<file path="src/cv_pkg.sv">
/*
 * Console glue package: bus widths, memory and I/O maps,
 * wait-state and controller mode encodings
 */
`default_nettype none

package cv_pkg;

  // Bus widths
  localparam int ADDR_W     = 16;
  localparam int DATA_W     = 8;
  // 1 KB RAM, mirrored over its 8 KB region
  localparam int RAM_AW     = 10;
  localparam int CART_BANKS = 4;

  // 10.7 MHz enables per 3.58 MHz enable
  localparam int CLK_DIV    = 3;
  localparam int DIV_W      = $clog2(CLK_DIV);
  // Reset stretch length in clocks
  localparam int POR_CYCLES = 4;
  localparam int POR_W      = $clog2(POR_CYCLES);

  // Undriven source reads as all ones
  localparam logic [DATA_W-1:0] BUS_IDLE = '1;

  // Memory map on A15..A13, 001 and 010 unused
  typedef enum logic [2:0] {
    BIOS    = 3'b000,
    RAM     = 3'b011,
    CART_80 = 3'b100,
    CART_A0 = 3'b101,
    CART_C0 = 3'b110,
    CART_E0 = 3'b111
  } mem_region_t;

  // I/O map on A7..A5
  typedef enum logic [2:0] {
    CTRL_KEY = 3'b100,
    VDP      = 3'b101,
    CTRL_JOY = 3'b110,
    PSG_CTRL = 3'b111
  } io_port_t;

  typedef enum logic [1:0] {WAIT_IDLE, WAIT_INSERT, WAIT_DONE} wait_state_t;

  typedef enum logic {CTRL_KEYPAD, CTRL_JOYSTICK} ctrl_mode_t;

endpackage

`default_nettype wire

</file>
<file path="src/cv_sel_if.sv">
/*
 * Decoded chip selects and controller strobes, all active low
 */
`timescale 1ns/1ps
`default_nettype none

interface cv_sel_if;

  logic                          bios_ce_n;
  logic                          ram_ce_n;
  // One enable per 8 KB cartridge window
  logic [cv_pkg::CART_BANKS-1:0] cart_en_n;
  logic                          vdp_r_n;
  // Controller read port
  logic                          ctrl_r_n;
  // Mode strobes for the controller latch
  logic                          ctrl_key_n;
  logic                          ctrl_joy_n;

  modport dec (output bios_ce_n, ram_ce_n, cart_en_n, vdp_r_n, ctrl_r_n,
               ctrl_key_n, ctrl_joy_n);
  modport mux (input bios_ce_n, ram_ce_n, cart_en_n, vdp_r_n, ctrl_r_n,
               ctrl_key_n, ctrl_joy_n);

endinterface

`default_nettype wire

</file>
<file path="src/cv_clk_reset.sv">
/*
 * Power-on reset stretcher and 3.58 MHz CPU clock-enable divider
 */
`timescale 1ns/1ps
`default_nettype none

module cv_clk_reset (
  input  logic clk_i,
  input  logic reset_n_i,
  input  logic clk_en_10m7_i,
  output logic reset_n_s,
  output logic clk_en_3m58_o
);

  import cv_pkg::*;

  logic [POR_W-1:0] por_cnt_q;
  logic             por_n_q;
  logic [DIV_W-1:0] div_cnt_q;

  // --------------------------------------------------
  // Reset stretcher
  // --------------------------------------------------
  always_ff @(posedge clk_i or negedge reset_n_i) begin
    if (!reset_n_i) begin
      por_cnt_q <= '0;
      por_n_q   <= 1'b0;
    end else if (!por_n_q) begin
      // Release on the last count
      if (por_cnt_q == POR_W'(POR_CYCLES - 1)) begin
        por_n_q <= 1'b1;
      end else begin
        por_cnt_q <= por_cnt_q + 1'b1;
      end
    end
  end

  assign reset_n_s = por_n_q;

  // --------------------------------------------------
  // Divide by three
  // --------------------------------------------------
  // Down counter stepping only on 10.7 MHz enables
  always_ff @(posedge clk_i or negedge reset_n_s) begin
    if (!reset_n_s) begin
      div_cnt_q <= '0;
    end else if (clk_en_10m7_i) begin
      if (div_cnt_q == '0) begin
        div_cnt_q <= DIV_W'(CLK_DIV - 1);
      end else begin
        div_cnt_q <= div_cnt_q - 1'b1;
      end
    end
  end

  // Phase zero lets the 10.7 MHz enable through
  assign clk_en_3m58_o = clk_en_10m7_i && (div_cnt_q == '0);

  // Each CPU enable restarts the three-step phase
  a_en_reload: assert property (@(posedge clk_i) disable iff (!reset_n_s)
    clk_en_3m58_o |=> div_cnt_q == DIV_W'(CLK_DIV - 1));

endmodule

`default_nettype wire

</file>
<file path="src/cv_wait_ctrl.sv">
/*
 * M1 wait-state generator, one CPU period per opcode fetch,
 * merged with the sound chip ready line
 */
`timescale 1ns/1ps
`default_nettype none

module cv_wait_ctrl (
  input  logic clk_i,
  input  logic reset_n_s,
  input  logic clk_en_3m58_i,
  input  logic m1_n_i,
  input  logic psg_ready_i,
  output logic cpu_wait_n_o
);

  import cv_pkg::*;

  wait_state_t state_q;
  wait_state_t state_d;

  always_comb begin
    state_d = state_q;
    // End of fetch clears the machine
    if (m1_n_i) begin
      state_d = WAIT_IDLE;
    end else begin
      case (state_q)
        WAIT_IDLE:   if (clk_en_3m58_i) state_d = WAIT_INSERT;
        WAIT_INSERT: if (clk_en_3m58_i) state_d = WAIT_DONE;
        // Hold until M1 goes away
        default:     state_d = state_q;
      endcase
    end
  end

  always_ff @(posedge clk_i or negedge reset_n_s) begin
    if (!reset_n_s) begin
      state_q <= WAIT_IDLE;
    end else begin
      state_q <= state_d;
    end
  end

  // Either source can stall the CPU
  assign cpu_wait_n_o = (state_q != WAIT_INSERT) && psg_ready_i;

  // Insert state only follows a fetch seen on a CPU enable
  a_insert_m1: assert property (@(posedge clk_i) disable iff (!reset_n_s)
    (state_q == WAIT_INSERT && $past(state_q) != WAIT_INSERT) |->
      $past(!m1_n_i && clk_en_3m58_i));

endmodule

`default_nettype wire

</file>
<file path="src/cv_addr_dec.sv">
/*
 * Memory and I/O address decoder with active-low chip selects
 */
`timescale 1ns/1ps
`default_nettype none

module cv_addr_dec (
  input  logic [cv_pkg::ADDR_W-1:0] a_i,
  input  logic                      mreq_n_i,
  input  logic                      iorq_n_i,
  input  logic                      rd_n_i,
  input  logic                      wr_n_i,
  input  logic                      rfsh_n_i,
  input  logic                      m1_n_i,
  cv_sel_if.dec                     sel,
  output logic                      vdp_w_n_o,
  output logic                      psg_we_n_o
);

  import cv_pkg::*;

  mem_region_t           region_s;
  io_port_t              port_s;
  logic                  mem_acc_s;
  logic                  io_cyc_s;
  logic                  bios_ce_n_s;
  logic                  ram_ce_n_s;
  logic [CART_BANKS-1:0] cart_en_n_s;
  logic                  vdp_r_n_s;
  logic                  ctrl_r_n_s;
  logic                  ctrl_key_n_s;
  logic                  ctrl_joy_n_s;

  // Top three address bits pick the 8 KB region
  assign region_s = mem_region_t'(a_i[ADDR_W-1 -: 3]);
  assign port_s   = io_port_t'(a_i[7:5]);

  // Refresh cycles carry MREQ too
  assign mem_acc_s = !mreq_n_i && rfsh_n_i && (!rd_n_i || !wr_n_i);
  // Interrupt acknowledge has IORQ with M1
  assign io_cyc_s  = !iorq_n_i && m1_n_i;

  // --------------------------------------------------
  // Memory map
  // --------------------------------------------------
  always_comb begin
    bios_ce_n_s = 1'b1;
    ram_ce_n_s  = 1'b1;
    cart_en_n_s = '1;
    if (mem_acc_s) begin
      case (region_s)
        BIOS:    bios_ce_n_s    = 1'b0;
        // RAM ignores A12..A10, hence the mirror
        RAM:     ram_ce_n_s     = 1'b0;
        CART_80: cart_en_n_s[0] = 1'b0;
        CART_A0: cart_en_n_s[1] = 1'b0;
        CART_C0: cart_en_n_s[2] = 1'b0;
        CART_E0: cart_en_n_s[3] = 1'b0;
        default: ;
      endcase
    end
  end

  // --------------------------------------------------
  // I/O map
  // --------------------------------------------------
  always_comb begin
    vdp_r_n_s    = 1'b1;
    vdp_w_n_o    = 1'b1;
    ctrl_r_n_s   = 1'b1;
    ctrl_key_n_s = 1'b1;
    ctrl_joy_n_s = 1'b1;
    psg_we_n_o   = 1'b1;
    if (io_cyc_s) begin
      case (port_s)
        CTRL_KEY: ctrl_key_n_s = wr_n_i;
        VDP: begin
          vdp_r_n_s = rd_n_i;
          vdp_w_n_o = wr_n_i;
        end
        CTRL_JOY: ctrl_joy_n_s = wr_n_i;
        // Same port: write goes to the PSG, read to controllers
        PSG_CTRL: begin
          psg_we_n_o = wr_n_i;
          ctrl_r_n_s = rd_n_i;
        end
        default: ;
      endcase
    end
  end

  assign sel.bios_ce_n  = bios_ce_n_s;
  assign sel.ram_ce_n   = ram_ce_n_s;
  assign sel.cart_en_n  = cart_en_n_s;
  assign sel.vdp_r_n    = vdp_r_n_s;
  assign sel.ctrl_r_n   = ctrl_r_n_s;
  assign sel.ctrl_key_n = ctrl_key_n_s;
  assign sel.ctrl_joy_n = ctrl_joy_n_s;

  // Memory and I/O selects never overlap
  always_comb begin
    a_one_sel: assert ($onehot0({~bios_ce_n_s, ~ram_ce_n_s, ~cart_en_n_s, ~vdp_r_n_s,
                                 ~vdp_w_n_o, ~ctrl_r_n_s, ~ctrl_key_n_s,
                                 ~ctrl_joy_n_s, ~psg_we_n_o}));
  end

endmodule

`default_nettype wire

</file>
<file path="src/cv_bus_mux.sv">
/*
 * Controller mode latch and AND-combined read-data multiplexer
 */
`timescale 1ns/1ps
`default_nettype none

module cv_bus_mux (
  input  logic                      clk_i,
  input  logic                      reset_n_s,
  input  logic                      a1_i,
  cv_sel_if.mux                     sel,
  input  logic [cv_pkg::DATA_W-1:0] bios_d_i,
  input  logic [cv_pkg::DATA_W-1:0] ram_d_i,
  input  logic [cv_pkg::DATA_W-1:0] cart_d_i,
  input  logic [cv_pkg::DATA_W-1:0] vdp_d_i,
  input  logic [cv_pkg::DATA_W-1:0] key_p1_i,
  input  logic [cv_pkg::DATA_W-1:0] key_p2_i,
  input  logic [cv_pkg::DATA_W-1:0] joy_p1_i,
  input  logic [cv_pkg::DATA_W-1:0] joy_p2_i,
  output logic [cv_pkg::DATA_W-1:0] d_to_cpu_o
);

  import cv_pkg::*;

  ctrl_mode_t        mode_q;
  logic [DATA_W-1:0] ctrl_d_s;

  // Scan mode follows the last strobe written
  always_ff @(posedge clk_i or negedge reset_n_s) begin
    if (!reset_n_s) begin
      mode_q <= CTRL_KEYPAD;
    end else if (!sel.ctrl_key_n) begin
      mode_q <= CTRL_KEYPAD;
    end else if (!sel.ctrl_joy_n) begin
      mode_q <= CTRL_JOYSTICK;
    end
  end

  // A1 low reads player 1
  always_comb begin
    if (mode_q == CTRL_KEYPAD) begin
      ctrl_d_s = a1_i ? key_p2_i : key_p1_i;
    end else begin
      ctrl_d_s = a1_i ? joy_p2_i : joy_p1_i;
    end
  end

  // --------------------------------------------------
  // Masked sources ANDed onto the CPU bus
  // --------------------------------------------------
  always_comb begin
    logic [DATA_W-1:0] bios_v;
    logic [DATA_W-1:0] ram_v;
    logic [DATA_W-1:0] cart_v;
    logic [DATA_W-1:0] vdp_v;
    logic [DATA_W-1:0] ctrl_v;
    bios_v = sel.bios_ce_n ? BUS_IDLE : bios_d_i;
    ram_v  = sel.ram_ce_n ? BUS_IDLE : ram_d_i;
    // All windows share one cartridge bus
    cart_v = (&sel.cart_en_n) ? BUS_IDLE : cart_d_i;
    vdp_v  = sel.vdp_r_n ? BUS_IDLE : vdp_d_i;
    ctrl_v = sel.ctrl_r_n ? BUS_IDLE : ctrl_d_s;
    d_to_cpu_o = bios_v & ram_v & cart_v & vdp_v & ctrl_v;
  end

endmodule

`default_nettype wire

</file>
<file path="src/cv_glue_top.sv">
/*
 * Console glue chip: reset, CPU clock enable, wait states,
 * address decode and read-data multiplexer on a Z80 bus
 */
`timescale 1ns/1ps
`default_nettype none

module cv_glue_top (
  input  logic                          clk_i,
  input  logic                          reset_n_i,
  input  logic                          clk_en_10m7_i,
  // Z80 bus
  input  logic [cv_pkg::ADDR_W-1:0]     a_i,
  input  logic                          mreq_n_i,
  input  logic                          iorq_n_i,
  input  logic                          rd_n_i,
  input  logic                          wr_n_i,
  input  logic                          rfsh_n_i,
  input  logic                          m1_n_i,
  input  logic                          psg_ready_i,
  // Read data sources
  input  logic [cv_pkg::DATA_W-1:0]     bios_d_i,
  input  logic [cv_pkg::DATA_W-1:0]     ram_d_i,
  input  logic [cv_pkg::DATA_W-1:0]     cart_d_i,
  input  logic [cv_pkg::DATA_W-1:0]     vdp_d_i,
  input  logic [cv_pkg::DATA_W-1:0]     key_p1_i,
  input  logic [cv_pkg::DATA_W-1:0]     key_p2_i,
  input  logic [cv_pkg::DATA_W-1:0]     joy_p1_i,
  input  logic [cv_pkg::DATA_W-1:0]     joy_p2_i,
  output logic                          por_n_o,
  output logic                          clk_en_3m58_o,
  output logic                          cpu_wait_n_o,
  // Chip selects
  output logic                          bios_ce_n_o,
  output logic                          ram_ce_n_o,
  output logic [cv_pkg::CART_BANKS-1:0] cart_en_n_o,
  output logic                          vdp_r_n_o,
  output logic                          vdp_w_n_o,
  output logic                          psg_we_n_o,
  output logic [cv_pkg::DATA_W-1:0]     d_to_cpu_o
);

  import cv_pkg::*;

  logic reset_n_s;
  logic clk_en_3m58_s;

  cv_sel_if sel_if ();

  cv_clk_reset clk_reset_inst (
    .clk_i         (clk_i),
    .reset_n_i     (reset_n_i),
    .clk_en_10m7_i (clk_en_10m7_i),
    .reset_n_s     (reset_n_s),
    .clk_en_3m58_o (clk_en_3m58_s)
  );

  cv_wait_ctrl wait_ctrl_inst (
    .clk_i         (clk_i),
    .reset_n_s     (reset_n_s),
    .clk_en_3m58_i (clk_en_3m58_s),
    .m1_n_i        (m1_n_i),
    .psg_ready_i   (psg_ready_i),
    .cpu_wait_n_o  (cpu_wait_n_o)
  );

  cv_addr_dec addr_dec_inst (
    .a_i        (a_i),
    .mreq_n_i   (mreq_n_i),
    .iorq_n_i   (iorq_n_i),
    .rd_n_i     (rd_n_i),
    .wr_n_i     (wr_n_i),
    .rfsh_n_i   (rfsh_n_i),
    .m1_n_i     (m1_n_i),
    .sel        (sel_if.dec),
    .vdp_w_n_o  (vdp_w_n_o),
    .psg_we_n_o (psg_we_n_o)
  );

  // Player select comes straight off A1
  cv_bus_mux bus_mux_inst (
    .clk_i      (clk_i),
    .reset_n_s  (reset_n_s),
    .a1_i       (a_i[1]),
    .sel        (sel_if.mux),
    .bios_d_i   (bios_d_i),
    .ram_d_i    (ram_d_i),
    .cart_d_i   (cart_d_i),
    .vdp_d_i    (vdp_d_i),
    .key_p1_i   (key_p1_i),
    .key_p2_i   (key_p2_i),
    .joy_p1_i   (joy_p1_i),
    .joy_p2_i   (joy_p2_i),
    .d_to_cpu_o (d_to_cpu_o)
  );

  // Stretched reset doubles as the board reset
  assign por_n_o       = reset_n_s;
  assign clk_en_3m58_o = clk_en_3m58_s;

  assign bios_ce_n_o = sel_if.bios_ce_n;
  assign ram_ce_n_o  = sel_if.ram_ce_n;
  assign cart_en_n_o = sel_if.cart_en_n;
  assign vdp_r_n_o   = sel_if.vdp_r_n;

endmodule

`default_nettype wire

</file>
<file path="config.mk">
export PLATFORM = sky130hd
export DESIGN_NAME = cv_glue_top
export DESIGN_NICKNAME = d
export VERILOG_FILES = /design/src/cv_pkg.sv /design/src/cv_sel_if.sv /design/src/cv_clk_reset.sv /design/src/cv_wait_ctrl.sv /design/src/cv_addr_dec.sv /design/src/cv_bus_mux.sv /design/src/cv_glue_top.sv
export SDC_FILE = /design/constraint.sdc
export NUM_CORES = 1
export LEC_CHECK = 0
export ABC_AREA = 1
export BUFFER_PORTS_ARGS = -buffer_cell sky130_fd_sc_hd__buf_2
export CORE_ASPECT_RATIO = 0.8
export CORE_MARGIN = 1
export CORE_UTILIZATION = 25
export CTS_CLUSTER_DIAMETER = 150
export CTS_CLUSTER_SIZE = 12
export DETAILED_ROUTE_END_ITERATION = 8
export GPL_ROUTABILITY_DRIVEN = 0
export HOLD_SLACK_MARGIN = 0.03
export PLACE_DENSITY = 0.57
export SLEW_MARGIN = 20
export SYNTH_ARGS = -nofsm -noshare
export SYNTH_HDL_FRONTEND = slang
export SYNTH_SLANG_ARGS = --single-unit
</file>
<file path="constraint.sdc">
create_clock -name clk_i -period 1.2 [get_ports clk_i]
set_clock_uncertainty 0.05 [all_clocks]
set_input_delay 0.06 -clock clk_i [delete_from_list [all_inputs] [get_ports clk_i]]
set_output_delay 0.06 -clock clk_i [all_outputs]
set_load 0.01 [all_outputs]
</file>
== Word-level counts from Yosys, hierarchy flattened ==
Index checks and enable logic that the tools add are counted.
Cells by class
  add/subtract/negate cells: 2
  equal/unequal tests: 15
  multiplexer cells: 38
  bitwise operators: 6
  reductions and logical operators: 17
Operators with widths (number)
  $mux 8: 8
  $and 8x8->8: 4
  $eq 3x3->1 const B: 8
  $mux 1: 24
  $mux 2: 4
  $ne 3x3->1 const B: 2
  $logic_and 1x1->1: 5
  $logic_not 1->1: 4
  $logic_not 2->1: 2
  $mux 4: 1
  $pmux 2 s2: 1
  $reduce_and 4->1: 1
  $eq 3x2->1 const B: 1
  $logic_not 3->1: 1
  $reduce_and 3->1: 1
  $reduce_bool 3->1: 1
  $add 2x1->2 const B: 1
  $eq 2x1->1 const B: 1
  $eq 2x2->1 const B: 1
  $ne 2x1->1 const B: 1
  $ne 2x2->1 const B: 1
  $not 1->1: 2
  $reduce_and 2->1: 1
  $sub 2x1->2 const B: 1
  $logic_or 1x1->1: 1
Word-level totals
  register bits after elaboration: 8
  output and inout bits: 20
  word-level logic and storage cells: 83

== Depth between registers and ports, before layout ==
  word-level depth: 9
  depth in mapped cells: 9

== Hierarchy ==
Synthesis repeated with hierarchy kept, for this count alone.
Second synthesis, totals
  cells, all modules: 247
  area total of the unflattened synthesis: 1270.0 um2
By module, submodules not included
  cv_bus_mux: instances 1, cells each 167, area each 762.0 um2, seq. area each 25.0 um2
  cv_clk_reset: instances 1, cells each 25, area each 234.0 um2, seq. area each 125.1 um2
  cv_addr_dec: instances 1, cells each 44, area each 182.7 um2, seq. area each 0.0 um2
  cv_wait_ctrl: instances 1, cells each 11, area each 91.3 um2, seq. area each 50.0 um2

== Least setup slack after synthesis ==
No wires, ideal clock.
  path kind: register to output
  from: register bus_mux_inst.mode_q
  to: output port d_to_cpu_o[0] (netlist name)
  data arrival time: 974 ps
  required time: 1090 ps
  path slack: 116 ps
  stages on the path, launching flop included: 7
  cells stage by stage: dfrtp_1 buf_2 inv_2 nand3_1 nand3_1 nand3_1 nor2_1
On the way
  longest elaborated chain between the ends: 3
RTL lines
  start: declaration: line cv_bus_mux.sv:25  | ctrl_mode_t mode_q;
  start signal: assignment: line cv_bus_mux.sv:31  | mode_q <= CTRL_KEYPAD;
  start signal: assignment: line cv_bus_mux.sv:33  | mode_q <= CTRL_KEYPAD;
  start signal: assignment: line cv_bus_mux.sv:35  | mode_q <= CTRL_JOYSTICK;
  $mux 8: line cv_bus_mux.sv:41  | if (mode_q == CTRL_KEYPAD) begin
  $mux 8: line cv_bus_mux.sv:62  | ctrl_v = sel.ctrl_r_n ? BUS_IDLE : ctrl_d_s;
  $and 8x8->8: line cv_bus_mux.sv:63  | d_to_cpu_o = bios_v & ram_v & cart_v & vdp_v & ctrl_v;
  end: declaration: line cv_glue_top.sv:40  | output logic [cv_pkg::DATA_W-1:0] d_to_cpu_o
No other way between the ends.

== Final worst setup path ==
  from: register bus_mux_inst.mode_q
  to: output port d_to_cpu_o[6] (netlist name)
The elaborated chain is that of the path after synthesis.

==> flow_metrics.py <==
metrics = {
    "logic_synthesis": {
        "syn_avg_cell_area_sq_um": 5.88,
        "ys_warn_count": 0,
        "synthCells": 204,
        "ys_ff_latch": 8,
        "synth_area_sq_mm": 0.00120,
        "synth_area_leaders": "nand2_1 (18%), dfrtp_1 (17%), nand3_1 (14%)",
        "synth_nets": 297,
        "yosysTopAreaCell": "nand2_1",
        "seq_area_frac_synth_pct": 16.7,
        "synth.distinct_cells": 26,
        "yosysTopAreaCellShare_pct": 18.2,
    },
    "sta": {
        "slew_viol_final": 0,
        "max_freq_ghz": 0.729,
        "fin_ws_ps": -171,
        "max_slew_margin_pct": 74.5,
        "worst_pin_slew_ps": 381,
        "finalSetupViolCount": 8,
        "hold_viol_final": 0,
        "fin_crit_sh_pct": 114,
        "finalCriticalPeriod_ps": 1370,
        "rsz0062_at_grt": "true",
        "final.setup.tns_ps": -1320,
    },
    "floorplanning": {
        "row_count": 22,
        "start_util_pct": 26.1,
        "die_x_um": 79.4,
        "die-area_sq_mm": 0.00508,
        "ioPinCount": 110,
        "core_sq_mm": 0.00460,
        "die_y_um": 63.9,
    },
    "grt": {
        "grt_start_max_net_pins": 17,
        "grt_overflow": 0,
        "grt_pass1_wl_um": 6080,
        "use_met2_pct": 27.9,
        "grt_antenna_before_repair": 0,
        "grt_pass1_vias": 1494,
        "gr-usage-met1_pct": 17.4,
        "grt.total_usage_pct": 14.5,
        "grt_busiest_layer": "met2",
        "met3_usage_pct": 1.86,
    },
    "min_path": {
        "hp-start": "m1_n_i",
        "hold_path.class": "in2reg",
    },
    "drt": {
        "drt_first_pass_iters": 5,
        "antenna_left": 0,
        "wl_per_cell_um": 9.97,
        "drc_errors": 0,
        "wirelength_um": 3730,
        "dr_total_vias": 1664,
        "viasPerCell": 4.45,
        "drt_iter0_markers": 56,
    },
    "worst_setup_path": {
        "endpoint_kind": "primary output",
        "slowest_delay_ps": 410,
        "crit_type": "reg2out",
        "required_ps": 1090,
        "crit_chain": "buf_6 > nand3_1 > nand2_1 > nand2_1 > nand3_1 > nor2_1 > buf_2",
        "r2r_start": "clk_reset_inst.por_cnt_q[0]",
        "critPathArrivalTime_ps": 1260,
        "crit_path_start": "bus_mux_inst.mode_q",
        "path_max_fanout": 8,
        "cp-start-kind": "flip-flop",
        "rrSetupSlack_ps": 100,
        "cp_slowest_cell": "dfrtp_1",
    },
    "clocking": {
        "cts_tree": "done",
        "cts-root-buf": "clkbuf_8",
        "clock_insertion_delay_worst_skew_ps": 220,
        "cts_made_buffers": 3,
        "clk_pin_slew_ps": 40,
        "cts.sinks": 8,
        "cts.path.max_buffers": 2,
        "cts_max_level": 1,
    },
    "layout": {
        "syn2layout_area_growth_pct": 63.0,
        "nNetsFinal": 409,
        "utilization_pct": 42.5,
        "stdcell_count": 374,
        "diodes": 0,
        "drive_gt1_share_pct": 47.1,
    },
    "placement": {
        "placed_cells": 365,
        "portBuffers": 100,
        "pre_cts_ws_ps": 38.5,
        "dp_hpwl_um": 3040,
    },
    "power_and_ir_drop": {
        "p_per_area_mw_per_mm2": 724,
        "finalPower_mw": 1.41,
        "ir_drop_mv": 0.717,
        "leakagePower_nw": 1.07,
    },
    "run_status": {
        "violations": "negative setup slack",
        "run_status": "finished with violations",
    },
    "job": {
        "drv_cap": 0,
    },
}
[final timing paths]
kind                                          endpoint  depth (start not counted)
setup reg to reg           clk_reset_inst.por_cnt_q[1]                          5
hold reg to reg            clk_reset_inst.div_cnt_q[0]                          1
max in group asynchronous    wait_ctrl_inst.state_q[0]                          1
hold / removal               wait_ctrl_inst.state_q[1]                          3
setup / recovery                         d_to_cpu_o[6]                          7
min in group asynchronous  clk_reset_inst.div_cnt_q[0]                          1
[logic make-up (layout without fill, tap and decap cells)]
kind of cell | count (synthesis) | in the layout | share of synthesized area (%)
AND/OR/NAND/NOR | 138 | 138 | 56.9
buffers and inverters | 40 | 150 | 16.3
AO/OA/AOI/OAI | 14 | 14 | 6.26
flip-flops | 8 | 8 | 16.7
adder cells (fa/ha/maj) | 3 | 3 | 3.13
XOR/XNOR | 1 | 1 | 0.731
[layer usage]
metal  wire (um)  share of wire, %
met1        1670                45
met2        1770                48
met3         285               7.6
met4           0                 0
met5           0                 0
[critical path, delay by kind of cell (launching register included)]
kind	cells	cell delay, ps
simple gates	5	330
buf+inv	2	290
flops	1	410
[placed cells by master (no fill, tap or decap), types with 3 or more instances in the layout]
cell type,instances
buf_2,99
buf_4,6
clkbuf_8,3
dfrtp_1,8
dlygate4sd3_1,3
inv_1,29
inv_2,4
nand2_1,54
nand2_2,13
nand3_1,25
nand3_2,8
nand3b_1,16
nor2_1,10
nor2_2,5
o21ai_1,8
[sequential cells by signal, summed over array words and instances (netlist names)]
register	flops
clk_reset_inst.div_cnt_q	2
clk_reset_inst.por_cnt_q	2
wait_ctrl_inst.state_q	2
bus_mux_inst.mode_q	1
clk_reset_inst.reset_n_s	1
[Yosys cell counts]
master and n:
nand3_1 33, ha_1 3, nor3b_1 1, buf_12 1, xor2_1 1, buf_2 1, o21ai_0 2, o21ai_1 8
nor2_4 1, inv_1 31, nand2_1 58, nor3_1 1, a21oi_1 2, nand3b_1 16, nor2_1 12, buf_6 3
nand2_2 9, inv_2 3, nor4_1 2, nor3_4 1, nor2_2 3, dfrtp_1 8, o21bai_1 1, nand4_1 1
inv_6 1, a21boi_0 1
[where the power goes]
group / switching, mW / internal (mW)
logic: 0.372 / 0.378
registers: 0.0317 / 0.325
clock network: 0.0922 / 0.216
[through the flow]
step	hold slack (ps)	cell area, sq um
2_1_floorplan	-286	1200
3_3_place_gp	-190	1790
3_5_place_dp	-192	1790
4_1_cts	64.8	1880
5_1_grt	93.8	1950
6_report	68.7	1950
[layout make-up]
class / count / area (sq um)
timing repair buffer: 112 / 633
tap: 60 / 75.1
sequential: 8 / 200
clock buffer: 3 / 41.3
multi-input combinational: 156 / 866
inverter: 35 / 139
fill: 529 / 2640
[what timing repair did]
action | 4_1_cts | 5_1_grt
resized for setup | 4 | 17
hold buffers | 3 | 0
pin swaps | 0 | 12
setup endpoints to repair | 9 | 12
buffers inserted | 1 | 2
endpoints found under the hold margin | 5 | 0
Note: power is estimated with default switching activity, not from simulation.
